==> src/lce_cmd_pkg.sv <==
/*
  LCE command side shared definitions
  Address layout, field widths, message codes, memory opcodes
  and the command FSM states used by every block of the agent.
*/

package lce_cmd_pkg;

  // address and cache geometry
  localparam int addr_width_lp   = 22;
  localparam int offset_width_lp = 6;
  localparam int index_width_lp  = 6;
  localparam int tag_width_lp    = addr_width_lp - offset_width_lp - index_width_lp;
  localparam int way_width_lp    = 3;
  localparam int data_width_lp   = 64;

  // bit position of the tag in the address
  localparam int tag_offset_lp = offset_width_lp + index_width_lp;

  // agent and directory ids
  localparam int lce_id_width_lp = 2;
  localparam int cce_id_width_lp = 1;
  localparam int num_cce_lp      = 2;

  localparam int sync_cnt_width_lp = (num_cce_lp > 1) ? $clog2(num_cce_lp) : 1;

  typedef enum logic [2:0] {
    e_cmd_set_clear      = 3'd0,
    e_cmd_sync           = 3'd1,
    e_cmd_set_tag        = 3'd2,
    e_cmd_set_tag_wakeup = 3'd3,
    e_cmd_invalidate_tag = 3'd4,
    e_cmd_transfer       = 3'd5
  } cmd_msg_e;

  typedef enum logic {
    e_resp_sync_ack = 1'b0,
    e_resp_inv_ack  = 1'b1
  } resp_msg_e;

  typedef enum logic [1:0] {
    e_tag_set_clear  = 2'd0,
    e_tag_set_tag    = 2'd1,
    e_tag_invalidate = 2'd2
  } tag_op_e;

  typedef enum logic {
    e_meta_set_clear = 1'b0,
    e_meta_set_lru   = 1'b1
  } meta_op_e;

  // invalid must stay at zero
  typedef enum logic [1:0] {
    e_coh_i = 2'd0,
    e_coh_s = 2'd1,
    e_coh_e = 2'd2,
    e_coh_m = 2'd3
  } coh_state_e;

  typedef enum logic [1:0] {
    e_state_reset    = 2'd0,
    e_state_ready    = 2'd1,
    e_state_transfer = 2'd2
  } lce_state_e;

endpackage
==> src/lce_cmd_top.sv <==
/*
  LCE command side top level
  Joins the command controller with the memory request former,
  the directory response former and the transfer buffer.
*/

`timescale 1ns/1ps

module lce_cmd_top import lce_cmd_pkg::*; (
  input  logic                       clk_i,
  input  logic                       reset_i,
  input  logic [lce_id_width_lp-1:0] id_i,

  output logic                       lce_ready_o,
  output logic                       tag_set_o,
  output logic                       tag_set_wakeup_o,

  // command from a directory
  input  logic                       cmd_v_i,
  input  cmd_msg_e                   cmd_msg_type_i,
  input  logic [cce_id_width_lp-1:0] cmd_src_id_i,
  input  logic [addr_width_lp-1:0]   cmd_addr_i,
  input  logic [way_width_lp-1:0]    cmd_way_id_i,
  input  coh_state_e                 cmd_state_i,
  input  logic [lce_id_width_lp-1:0] cmd_target_i,
  input  logic [way_width_lp-1:0]    cmd_target_way_id_i,
  output logic                       cmd_yumi_o,

  output logic                       tag_mem_v_o,
  output logic [index_width_lp-1:0]  tag_mem_index_o,
  output logic [way_width_lp-1:0]    tag_mem_way_o,
  output coh_state_e                 tag_mem_state_o,
  output logic [tag_width_lp-1:0]    tag_mem_tag_o,
  output tag_op_e                    tag_mem_opcode_o,
  input  logic                       tag_mem_yumi_i,

  output logic                       meta_mem_v_o,
  output logic [index_width_lp-1:0]  meta_mem_index_o,
  output logic [way_width_lp-1:0]    meta_mem_way_o,
  output meta_op_e                   meta_mem_opcode_o,
  input  logic                       meta_mem_yumi_i,

  output logic                       data_mem_v_o,
  output logic [index_width_lp-1:0]  data_mem_index_o,
  output logic [way_width_lp-1:0]    data_mem_way_o,
  input  logic                       data_mem_yumi_i,
  input  logic [data_width_lp-1:0]   data_mem_data_i,

  // response to a directory
  output logic                       resp_v_o,
  output logic [lce_id_width_lp-1:0] resp_src_id_o,
  output logic [cce_id_width_lp-1:0] resp_dst_id_o,
  output logic [addr_width_lp-1:0]   resp_addr_o,
  output resp_msg_e                  resp_msg_type_o,
  input  logic                       resp_yumi_i,

  // transfer to another agent
  output logic                       tr_v_o,
  output logic [lce_id_width_lp-1:0] tr_dst_id_o,
  output logic [lce_id_width_lp-1:0] tr_src_id_o,
  output logic [way_width_lp-1:0]    tr_way_id_o,
  output logic [addr_width_lp-1:0]   tr_addr_o,
  output logic [data_width_lp-1:0]   tr_data_o,
  input  logic                       tr_ready_i
);

  tag_op_e   tag_op;
  meta_op_e  meta_op;
  resp_msg_e resp_msg;
  logic      tr_first;

  lce_cmd_ctrl lce_cmd_ctrl_inst (
    .clk_i            (clk_i),
    .reset_i          (reset_i),
    .cmd_v_i          (cmd_v_i),
    .cmd_msg_type_i   (cmd_msg_type_i),
    .cmd_yumi_o       (cmd_yumi_o),
    .tag_mem_v_o      (tag_mem_v_o),
    .tag_op_o         (tag_op),
    .tag_mem_yumi_i   (tag_mem_yumi_i),
    .meta_mem_v_o     (meta_mem_v_o),
    .meta_op_o        (meta_op),
    .meta_mem_yumi_i  (meta_mem_yumi_i),
    .data_mem_v_o     (data_mem_v_o),
    .data_mem_yumi_i  (data_mem_yumi_i),
    .resp_v_o         (resp_v_o),
    .resp_msg_o       (resp_msg),
    .resp_yumi_i      (resp_yumi_i),
    .tr_v_o           (tr_v_o),
    .tr_first_o       (tr_first),
    .tr_ready_i       (tr_ready_i),
    .lce_ready_o      (lce_ready_o),
    .tag_set_o        (tag_set_o),
    .tag_set_wakeup_o (tag_set_wakeup_o)
  );

  lce_mem_pkt_gen lce_mem_pkt_gen_inst (
    .cmd_addr_i        (cmd_addr_i),
    .cmd_way_id_i      (cmd_way_id_i),
    .cmd_state_i       (cmd_state_i),
    .tag_op_i          (tag_op),
    .meta_op_i         (meta_op),
    .tag_mem_index_o   (tag_mem_index_o),
    .tag_mem_way_o     (tag_mem_way_o),
    .tag_mem_state_o   (tag_mem_state_o),
    .tag_mem_tag_o     (tag_mem_tag_o),
    .tag_mem_opcode_o  (tag_mem_opcode_o),
    .meta_mem_index_o  (meta_mem_index_o),
    .meta_mem_way_o    (meta_mem_way_o),
    .meta_mem_opcode_o (meta_mem_opcode_o),
    .data_mem_index_o  (data_mem_index_o),
    .data_mem_way_o    (data_mem_way_o)
  );

  lce_resp_gen lce_resp_gen_inst (
    .id_i            (id_i),
    .cmd_src_id_i    (cmd_src_id_i),
    .cmd_addr_i      (cmd_addr_i),
    .resp_msg_i      (resp_msg),
    .resp_src_id_o   (resp_src_id_o),
    .resp_dst_id_o   (resp_dst_id_o),
    .resp_addr_o     (resp_addr_o),
    .resp_msg_type_o (resp_msg_type_o)
  );

  lce_tr_buffer lce_tr_buffer_inst (
    .clk_i               (clk_i),
    .reset_i             (reset_i),
    .id_i                (id_i),
    .tr_v_i              (tr_v_o),
    .tr_first_i          (tr_first),
    .tr_ready_i          (tr_ready_i),
    .cmd_target_i        (cmd_target_i),
    .cmd_target_way_id_i (cmd_target_way_id_i),
    .cmd_addr_i          (cmd_addr_i),
    .data_mem_data_i     (data_mem_data_i),
    .tr_dst_id_o         (tr_dst_id_o),
    .tr_src_id_o         (tr_src_id_o),
    .tr_way_id_o         (tr_way_id_o),
    .tr_addr_o           (tr_addr_o),
    .tr_data_o           (tr_data_o)
  );

endmodule

==> src/lce_tr_buffer.sv <==
/*
  LCE transfer buffer
  Keeps the block read for a cache-to-cache transfer while the
  receiving agent stalls, and forms the transfer response fields.
*/

`timescale 1ns/1ps

module lce_tr_buffer import lce_cmd_pkg::*; (
  input  logic                       clk_i,
  input  logic                       reset_i,
  input  logic [lce_id_width_lp-1:0] id_i,

  input  logic                       tr_v_i,
  input  logic                       tr_first_i,
  input  logic                       tr_ready_i,

  input  logic [lce_id_width_lp-1:0] cmd_target_i,
  input  logic [way_width_lp-1:0]    cmd_target_way_id_i,
  input  logic [addr_width_lp-1:0]   cmd_addr_i,
  input  logic [data_width_lp-1:0]   data_mem_data_i,

  output logic [lce_id_width_lp-1:0] tr_dst_id_o,
  output logic [lce_id_width_lp-1:0] tr_src_id_o,
  output logic [way_width_lp-1:0]    tr_way_id_o,
  output logic [addr_width_lp-1:0]   tr_addr_o,
  output logic [data_width_lp-1:0]   tr_data_o
);

  logic [data_width_lp-1:0] data_r;
  logic                     buffered_r;
  logic                     capture;

  // read data is only live in the first cycle
  assign capture = tr_v_i & tr_first_i & ~tr_ready_i;

  always_ff @(posedge clk_i) begin
    if (capture) begin
      data_r <= data_mem_data_i;
    end
  end

  always_ff @(posedge clk_i) begin
    if (reset_i) begin
      buffered_r <= 1'b0;
    end else if (tr_v_i & tr_ready_i) begin
      buffered_r <= 1'b0;
    end else if (capture) begin
      buffered_r <= 1'b1;
    end
  end

  assign tr_dst_id_o = cmd_target_i;
  assign tr_src_id_o = id_i;
  assign tr_way_id_o = cmd_target_way_id_i;
  assign tr_addr_o   = cmd_addr_i;
  assign tr_data_o   = buffered_r ? data_r : data_mem_data_i;

endmodule

==> src/lce_resp_gen.sv <==
/*
  LCE coherence response former
  Addresses sync and invalidate acknowledgements back to the
  directory that issued the command.
*/

`timescale 1ns/1ps

module lce_resp_gen import lce_cmd_pkg::*; (
  input  logic [lce_id_width_lp-1:0] id_i,
  input  logic [cce_id_width_lp-1:0] cmd_src_id_i,
  input  logic [addr_width_lp-1:0]   cmd_addr_i,
  input  resp_msg_e                  resp_msg_i,

  output logic [lce_id_width_lp-1:0] resp_src_id_o,
  output logic [cce_id_width_lp-1:0] resp_dst_id_o,
  output logic [addr_width_lp-1:0]   resp_addr_o,
  output resp_msg_e                  resp_msg_type_o
);

  assign resp_src_id_o   = id_i;
  assign resp_dst_id_o   = cmd_src_id_i;
  assign resp_msg_type_o = resp_msg_i;

  // sync_ack carries no address
  assign resp_addr_o = (resp_msg_i == e_resp_inv_ack) ? cmd_addr_i : '0;

endmodule

==> src/lce_mem_pkt_gen.sv <==
/*
  LCE memory request former
  Builds the tag, metadata and data memory request fields from the
  current command and the opcodes chosen by the controller.
*/

`timescale 1ns/1ps

module lce_mem_pkt_gen import lce_cmd_pkg::*; (
  input  logic [addr_width_lp-1:0]  cmd_addr_i,
  input  logic [way_width_lp-1:0]   cmd_way_id_i,
  input  coh_state_e                cmd_state_i,
  input  tag_op_e                   tag_op_i,
  input  meta_op_e                  meta_op_i,

  output logic [index_width_lp-1:0] tag_mem_index_o,
  output logic [way_width_lp-1:0]   tag_mem_way_o,
  output coh_state_e                tag_mem_state_o,
  output logic [tag_width_lp-1:0]   tag_mem_tag_o,
  output tag_op_e                   tag_mem_opcode_o,

  output logic [index_width_lp-1:0] meta_mem_index_o,
  output logic [way_width_lp-1:0]   meta_mem_way_o,
  output meta_op_e                  meta_mem_opcode_o,

  output logic [index_width_lp-1:0] data_mem_index_o,
  output logic [way_width_lp-1:0]   data_mem_way_o
);

  logic [index_width_lp-1:0] index;
  logic [tag_width_lp-1:0]   tag;
  logic                      clears_line;

  assign index = cmd_addr_i[offset_width_lp +: index_width_lp];
  assign tag   = cmd_addr_i[tag_offset_lp +: tag_width_lp];

  // set-clear and invalidate both leave the line invalid
  assign clears_line = (tag_op_i == e_tag_set_clear) | (tag_op_i == e_tag_invalidate);

  assign tag_mem_index_o  = index;
  assign tag_mem_way_o    = cmd_way_id_i;
  assign tag_mem_state_o  = clears_line ? e_coh_i : cmd_state_i;
  assign tag_mem_tag_o    = (tag_op_i == e_tag_set_clear) ? '0 : tag;
  assign tag_mem_opcode_o = tag_op_i;

  assign meta_mem_index_o  = index;
  assign meta_mem_way_o    = cmd_way_id_i;
  assign meta_mem_opcode_o = meta_op_i;

  // read only, block comes back one cycle after yumi
  assign data_mem_index_o = index;
  assign data_mem_way_o   = cmd_way_id_i;

endmodule

==> src/lce_cmd_ctrl.sv <==
/*
  LCE command controller
  Reset/ready/transfer FSM. Counts sync acknowledgements, tracks
  invalidate progress and raises every valid and yumi strobe.
*/

`timescale 1ns/1ps

module lce_cmd_ctrl import lce_cmd_pkg::*; (
  input  logic       clk_i,
  input  logic       reset_i,

  input  logic       cmd_v_i,
  input  cmd_msg_e   cmd_msg_type_i,
  output logic       cmd_yumi_o,

  output logic       tag_mem_v_o,
  output tag_op_e    tag_op_o,
  input  logic       tag_mem_yumi_i,

  output logic       meta_mem_v_o,
  output meta_op_e   meta_op_o,
  input  logic       meta_mem_yumi_i,

  output logic       data_mem_v_o,
  input  logic       data_mem_yumi_i,

  output logic       resp_v_o,
  output resp_msg_e  resp_msg_o,
  input  logic       resp_yumi_i,

  output logic       tr_v_o,
  output logic       tr_first_o,
  input  logic       tr_ready_i,

  output logic       lce_ready_o,
  output logic       tag_set_o,
  output logic       tag_set_wakeup_o
);

  lce_state_e                   state_r, state_n;
  logic [sync_cnt_width_lp-1:0] sync_cnt_r, sync_cnt_n;
  logic                         inv_tag_r, inv_tag_n;
  logic                         inv_lru_r, inv_lru_n;
  logic                         tr_first_r;
  logic                         inv_tag_done;
  logic                         inv_lru_done;

  // write taken now or in an earlier cycle
  assign inv_tag_done = inv_tag_r | tag_mem_yumi_i;
  assign inv_lru_done = inv_lru_r | meta_mem_yumi_i;

  assign lce_ready_o = (state_r != e_state_reset);
  assign tr_first_o  = tr_first_r;

  always_comb begin
    cmd_yumi_o       = 1'b0;
    tag_mem_v_o      = 1'b0;
    tag_op_o         = e_tag_set_clear;
    meta_mem_v_o     = 1'b0;
    meta_op_o        = e_meta_set_clear;
    data_mem_v_o     = 1'b0;
    resp_v_o         = 1'b0;
    resp_msg_o       = e_resp_sync_ack;
    tr_v_o           = 1'b0;
    tag_set_o        = 1'b0;
    tag_set_wakeup_o = 1'b0;

    state_n    = state_r;
    sync_cnt_n = sync_cnt_r;
    inv_tag_n  = inv_tag_r;
    inv_lru_n  = inv_lru_r;

    case (state_r)
      e_state_reset: begin
        if (cmd_v_i) begin
          case (cmd_msg_type_i)
            e_cmd_set_clear: begin
              tag_mem_v_o  = 1'b1;
              tag_op_o     = e_tag_set_clear;
              meta_mem_v_o = 1'b1;
              meta_op_o    = e_meta_set_clear;
              cmd_yumi_o   = tag_mem_yumi_i;
            end
            e_cmd_sync: begin
              resp_v_o   = 1'b1;
              resp_msg_o = e_resp_sync_ack;
              cmd_yumi_o = resp_yumi_i;
              if (resp_yumi_i) begin
                sync_cnt_n = sync_cnt_r + 1'b1;
                // last directory acknowledged
                if (sync_cnt_r == sync_cnt_width_lp'(num_cce_lp - 1)) begin
                  state_n = e_state_ready;
                end
              end
            end
            default: ;
          endcase
        end
      end

      e_state_ready: begin
        if (cmd_v_i) begin
          case (cmd_msg_type_i)
            e_cmd_set_tag: begin
              tag_mem_v_o = 1'b1;
              tag_op_o    = e_tag_set_tag;
              cmd_yumi_o  = tag_mem_yumi_i;
              tag_set_o   = tag_mem_yumi_i;
            end
            e_cmd_set_tag_wakeup: begin
              tag_mem_v_o      = 1'b1;
              tag_op_o         = e_tag_set_tag;
              cmd_yumi_o       = tag_mem_yumi_i;
              tag_set_wakeup_o = tag_mem_yumi_i;
            end
            e_cmd_invalidate_tag: begin
              // tag write, then lru update, then inv_ack
              tag_mem_v_o  = ~inv_tag_r;
              tag_op_o     = e_tag_invalidate;
              meta_mem_v_o = ~inv_lru_r & inv_tag_done;
              meta_op_o    = e_meta_set_lru;
              resp_v_o     = inv_tag_done & inv_lru_done;
              resp_msg_o   = e_resp_inv_ack;
              cmd_yumi_o   = resp_yumi_i;
              inv_tag_n    = resp_yumi_i ? 1'b0 : inv_tag_done;
              inv_lru_n    = resp_yumi_i ? 1'b0 : inv_lru_done;
            end
            e_cmd_transfer: begin
              data_mem_v_o = 1'b1;
              if (data_mem_yumi_i) begin
                state_n = e_state_transfer;
              end
            end
            default: ;
          endcase
        end
      end

      e_state_transfer: begin
        tr_v_o     = 1'b1;
        cmd_yumi_o = tr_ready_i;
        if (tr_ready_i) begin
          state_n = e_state_ready;
        end
      end

      default: ;
    endcase
  end

  always_ff @(posedge clk_i) begin
    if (reset_i) begin
      state_r    <= e_state_reset;
      sync_cnt_r <= '0;
      inv_tag_r  <= 1'b0;
      inv_lru_r  <= 1'b0;
      tr_first_r <= 1'b0;
    end else begin
      state_r    <= state_n;
      sync_cnt_r <= sync_cnt_n;
      inv_tag_r  <= inv_tag_n;
      inv_lru_r  <= inv_lru_n;
      // block arrives in the first transfer cycle
      tr_first_r <= (state_r == e_state_ready) & (state_n == e_state_transfer);
    end
  end

endmodule

==> config.mk <==
export PLATFORM = sky130hd
export DESIGN_NAME = lce_cmd_top
export DESIGN_NICKNAME = d
export VERILOG_FILES = /design/src/lce_cmd_pkg.sv /design/src/lce_cmd_top.sv /design/src/lce_tr_buffer.sv /design/src/lce_resp_gen.sv /design/src/lce_mem_pkt_gen.sv /design/src/lce_cmd_ctrl.sv
export SDC_FILE = /design/constraint.sdc
export NUM_CORES = 1
export LEC_CHECK = 0
export ABC_AREA = 1
export BUFFER_PORTS_ARGS = -buffer_cell sky130_fd_sc_hd__buf_2
export CAP_MARGIN = 25
export CORE_MARGIN = 4
export CORE_UTILIZATION = 30
export CTS_CLUSTER_DIAMETER = 50
export CTS_CLUSTER_SIZE = 28
export DETAILED_ROUTE_END_ITERATION = 10
export PLACE_DENSITY_LB_ADDON = 0.15
export SKIP_LAST_GASP = 1
export SLEW_MARGIN = 5
export SYNTH_ARGS = -nofsm -noshare
export SYNTH_HDL_FRONTEND = slang
export SYNTH_HIERARCHICAL = 1
export SYNTH_SLANG_ARGS = --single-unit
==> constraint.sdc <==
create_clock -name clk_i -period 2.3 [get_ports clk_i]
set_input_delay 0.46 -clock clk_i [delete_from_list [all_inputs] [get_ports clk_i]]
set_output_delay 0.46 -clock clk_i [all_outputs]
set_load 0.01 [all_outputs]
==> results.sh <==
export IMPL_status="complete, no violations"
export IMPL_die_h_um=125
export IMPL_drt_iter0_drc=162
export IMPL_cp_required_ns=1.84
export IMPL_yosys_cell_types_count=23
export IMPL_yosys_most_used_dff="edfxtp_1"
export IMPL_hold_path_class="in -> reg"
export IMPL_fin_worst_skew_ns=0.00274
export IMPL_dr_pass1_iters=4
export IMPL_reg2reg_from="lce_cmd_ctrl_inst/state_r[1]"
export IMPL_power_density_nw_per_um2=581
export IMPL_dp_cells=847
export IMPL_io_buffers=249
export IMPL_rsz0062_at_grt="no"
export IMPL_max_freq_ghz=0.479
export IMPL_grt_max_degree=65
export IMPL_cp_end_kind="output port"
export IMPL_cts_resized=0
export IMPL_stdcell_count=863
export IMPL_core_um2=13300
export IMPL_grt_ovfl_total=0
export IMPL_rr_worst_depth=5
export IMPL_layout_nets=792
export IMPL_max_cap_violations=0
export IMPL_syn_inst=497
export IMPL_postCtsHoldBufs=0
export IMPL_synth_top_cell_area_share_pct=46.7
export IMPL_total_power_mw=3.07
export IMPL_maxSlewViolCount=0
export IMPL_cp_arrival_ns=1.63
export IMPL_grt_pass1_wl_mm=17.2
export IMPL_io_pins=280
export IMPL_synth_avg_cell_area_um2=8.28
export IMPL_setup_viol=0
export IMPL_cts_buffer_depth=2
export IMPL_area_delta_synth_final_pct=28.4
export IMPL_total_leakage_power_nw=2.93
export IMPL_dieArea_um2=15700
export IMPL_die_w_um=125
export IMPL_startpoint_type="flop"
export IMPL_num_rows=42
export IMPL_hold_depth=1
export IMPL_cpPeakStageDelay_ns=0.35
export IMPL_ys_async_sr_fraction_pct=0
export IMPL_tritoncts="yes"
export IMPL_fin_tns_setup_ns=0
export IMPL_clk_latency_ns=0.32
export IMPL_tightest_slew_ns=0.654
export IMPL_reg2reg_to="lce_tr_buffer_inst/data_r[46]"
export IMPL_yosys_register_bits=71
export IMPL_grt_antenna_before_repair=1
export IMPL_cts_clk_slew_worst_paths_ns=0.05
export IMPL_min_period_over_period_pct=90.7
export IMPL_start_util_pct=30.8
export IMPL_min_from="data_mem_data_i[32]"
export IMPL_antennaDiodeCount=0
export IMPL_hold_viol=0
export IMPL_path_cells="inv_2 -> nand2_2 -> inv_2 -> nand2_2 -> nor2_2 -> nor2_4 -> nor2_1 -> buf_2"
export IMPL_synth_seq_area_share_pct=50.1
export IMPL_grt_pass1_vias=3447
export IMPL_yosysTopAreaCell="edfxtp_1"
export IMPL_cts_num_sinks=71
export IMPL_ys_warnings_count=6
export IMPL_syn_area_um2=4120
export IMPL_fin_crit_ns=2.09
export IMPL_cts_buffers=9
export IMPL_h_tree_depth=3
export IMPL_holdPathEnd="lce_tr_buffer_inst/data_r[32]"
export IMPL_ant_nets=0
export IMPL_relSlewSlack_pct=56.4
export IMPL_cp_slowest_cell="dfxtp_1"
export IMPL_yosysMostFrequentCell="nand2_1"
export IMPL_drc=0
export IMPL_gp_congestion=0.875
export IMPL_synth_common_cells="nand2_1, buf_4, edfxtp_1"
export IMPL_ff2ff_setup_slack_ns=0.64
export IMPL_root_buffer="clkbuf_16"
export IMPL_peakVddDrop_uv=308
export IMPL_cp_max_fo=10
export IMPL_synth_area_leaders="edfxtp_1, nand2_1, buf_4"
export IMPL_grtUsageTotal_pct=13.3
export IMPL_vias_per_cell=4.16
export IMPL_synth_edf_count=64
export IMPL_cp_top_family="simple AND/OR/NAND/NOR gates"
export IMPL_path_class="reg -> out"
export IMPL_crit_buf_inv=3
export IMPL_cts_setup_buffers=0
export IMPL_vias=3592
export IMPL_wire_per_inst_um=12.6
export IMPL_synth_nets=607
export IMPL_wl_mm=10.9
export IMPL_drive_gt1_share_pct=42.1
export IMPL_dpl_hpwl_mm=8.43
## worst reg2reg max path, delay by kind of cell (launching register included)
family	cells	cell delay, ns
buf+inv	3	0.47
flops	1	0.41
simple gates	2	0.45
## area by class of cell
class | count | area (um2)
fill | 1406 | 8060
sequential | 71 | 2060
timing repair buffer | 254 | 1320
multi-input combinational | 296 | 1210
clock buffer | 12 | 236
tap | 176 | 220
inverter | 50 | 191
clock inverter | 4 | 46.3
## report_power, final
group	switching (mW)	total, mW	internal, mW
Combinational	0.198	0.353	0.155
Clock	0.479	1.31	0.834
Sequential	0.000334	1.41	1.41
## stage by stage
step / util [%] / hold slack [ns] / area [um2] / worst slack, ns
finish: 39.6 / 0.326 / 5290 / 0.213
global route: 39.6 / 0.312 / 5290 / 0.0764
CTS: 39.6 / 0.309 / 5290 / 0.177
detailed placement: 37.5 / 0.490 / 5000 / 0.359
global placement: 37.5 / 0.476 / 5000 / 0.393
floorplan: - / 0.456 / 4120 / 0.266
## how the worst max path moves through the flow
stage | to | slack [ns] | depth (start not counted) | startpoint
2_1_floorplan | lce_tr_buffer_inst/data_r[0] | 0.27 | 3 | lce_cmd_ctrl_inst/state_r[0]
3_3_place_gp | meta_mem_v_o | 0.39 | 8 | cmd_msg_type_i[0]
3_5_place_dp | tag_mem_tag_o[1] | 0.36 | 7 | cmd_msg_type_i[0]
4_1_cts | tag_mem_tag_o[6] | 0.18 | 8 | lce_cmd_ctrl_inst/state_r[1]
5_1_grt | tag_mem_tag_o[0] | 0.08 | 8 | lce_cmd_ctrl_inst/state_r[1]
6_report | tag_mem_tag_o[6] | 0.21 | 8 | lce_cmd_ctrl_inst/state_r[1]
## layout by cell type, fill, tap and decap left out, types with 4 or more instances in the layout
master	instances
buf_2	249
nand2_1	233
edfxtp_1	64
inv_1	43
nor2_1	26
clkbuf_16	9
nand3_1	9
inv_2	6
dfxtp_1	6
nor2_2	5
nand2_2	4
## flip-flops by register name, summed over array words and instances, names as in the netlist
| signal | count |
|---|---|
| lce_tr_buffer_inst/data_r | 64 |
| lce_cmd_ctrl_inst/inv_tag_r | 1 |
| lce_cmd_ctrl_inst/tr_first_o | 1 |
| lce_tr_buffer_inst/buffered_r | 1 |
| lce_cmd_ctrl_inst/inv_lru_r | 1 |
| lce_cmd_ctrl_inst/state_r | 2 |
| lce_cmd_ctrl_inst/sync_cnt_r | 1 |
## logic make-up (layout without fill, tap and decap cells)
group | count (synthesis) | after routing | synth area share (%)
AOI/OAI and AO/OA | 11 | 11 | 1.55
buffers and inverters | 130 | 320 | 20.6
DFF | 71 | 71 | 50.1
and+or+nand+nor | 285 | 285 | 27.8
## routing by layer
layer  vias up  share of wire, %  GRT usage, %
li1       1836                 -             -
met1      1588                43          16.8
met2       150                46          21.0
met3        16               9.5          4.61
met4         2               1.4          4.91
met5         -              0.11             0
No activity file was read; power rests on OpenSTA's default activity.
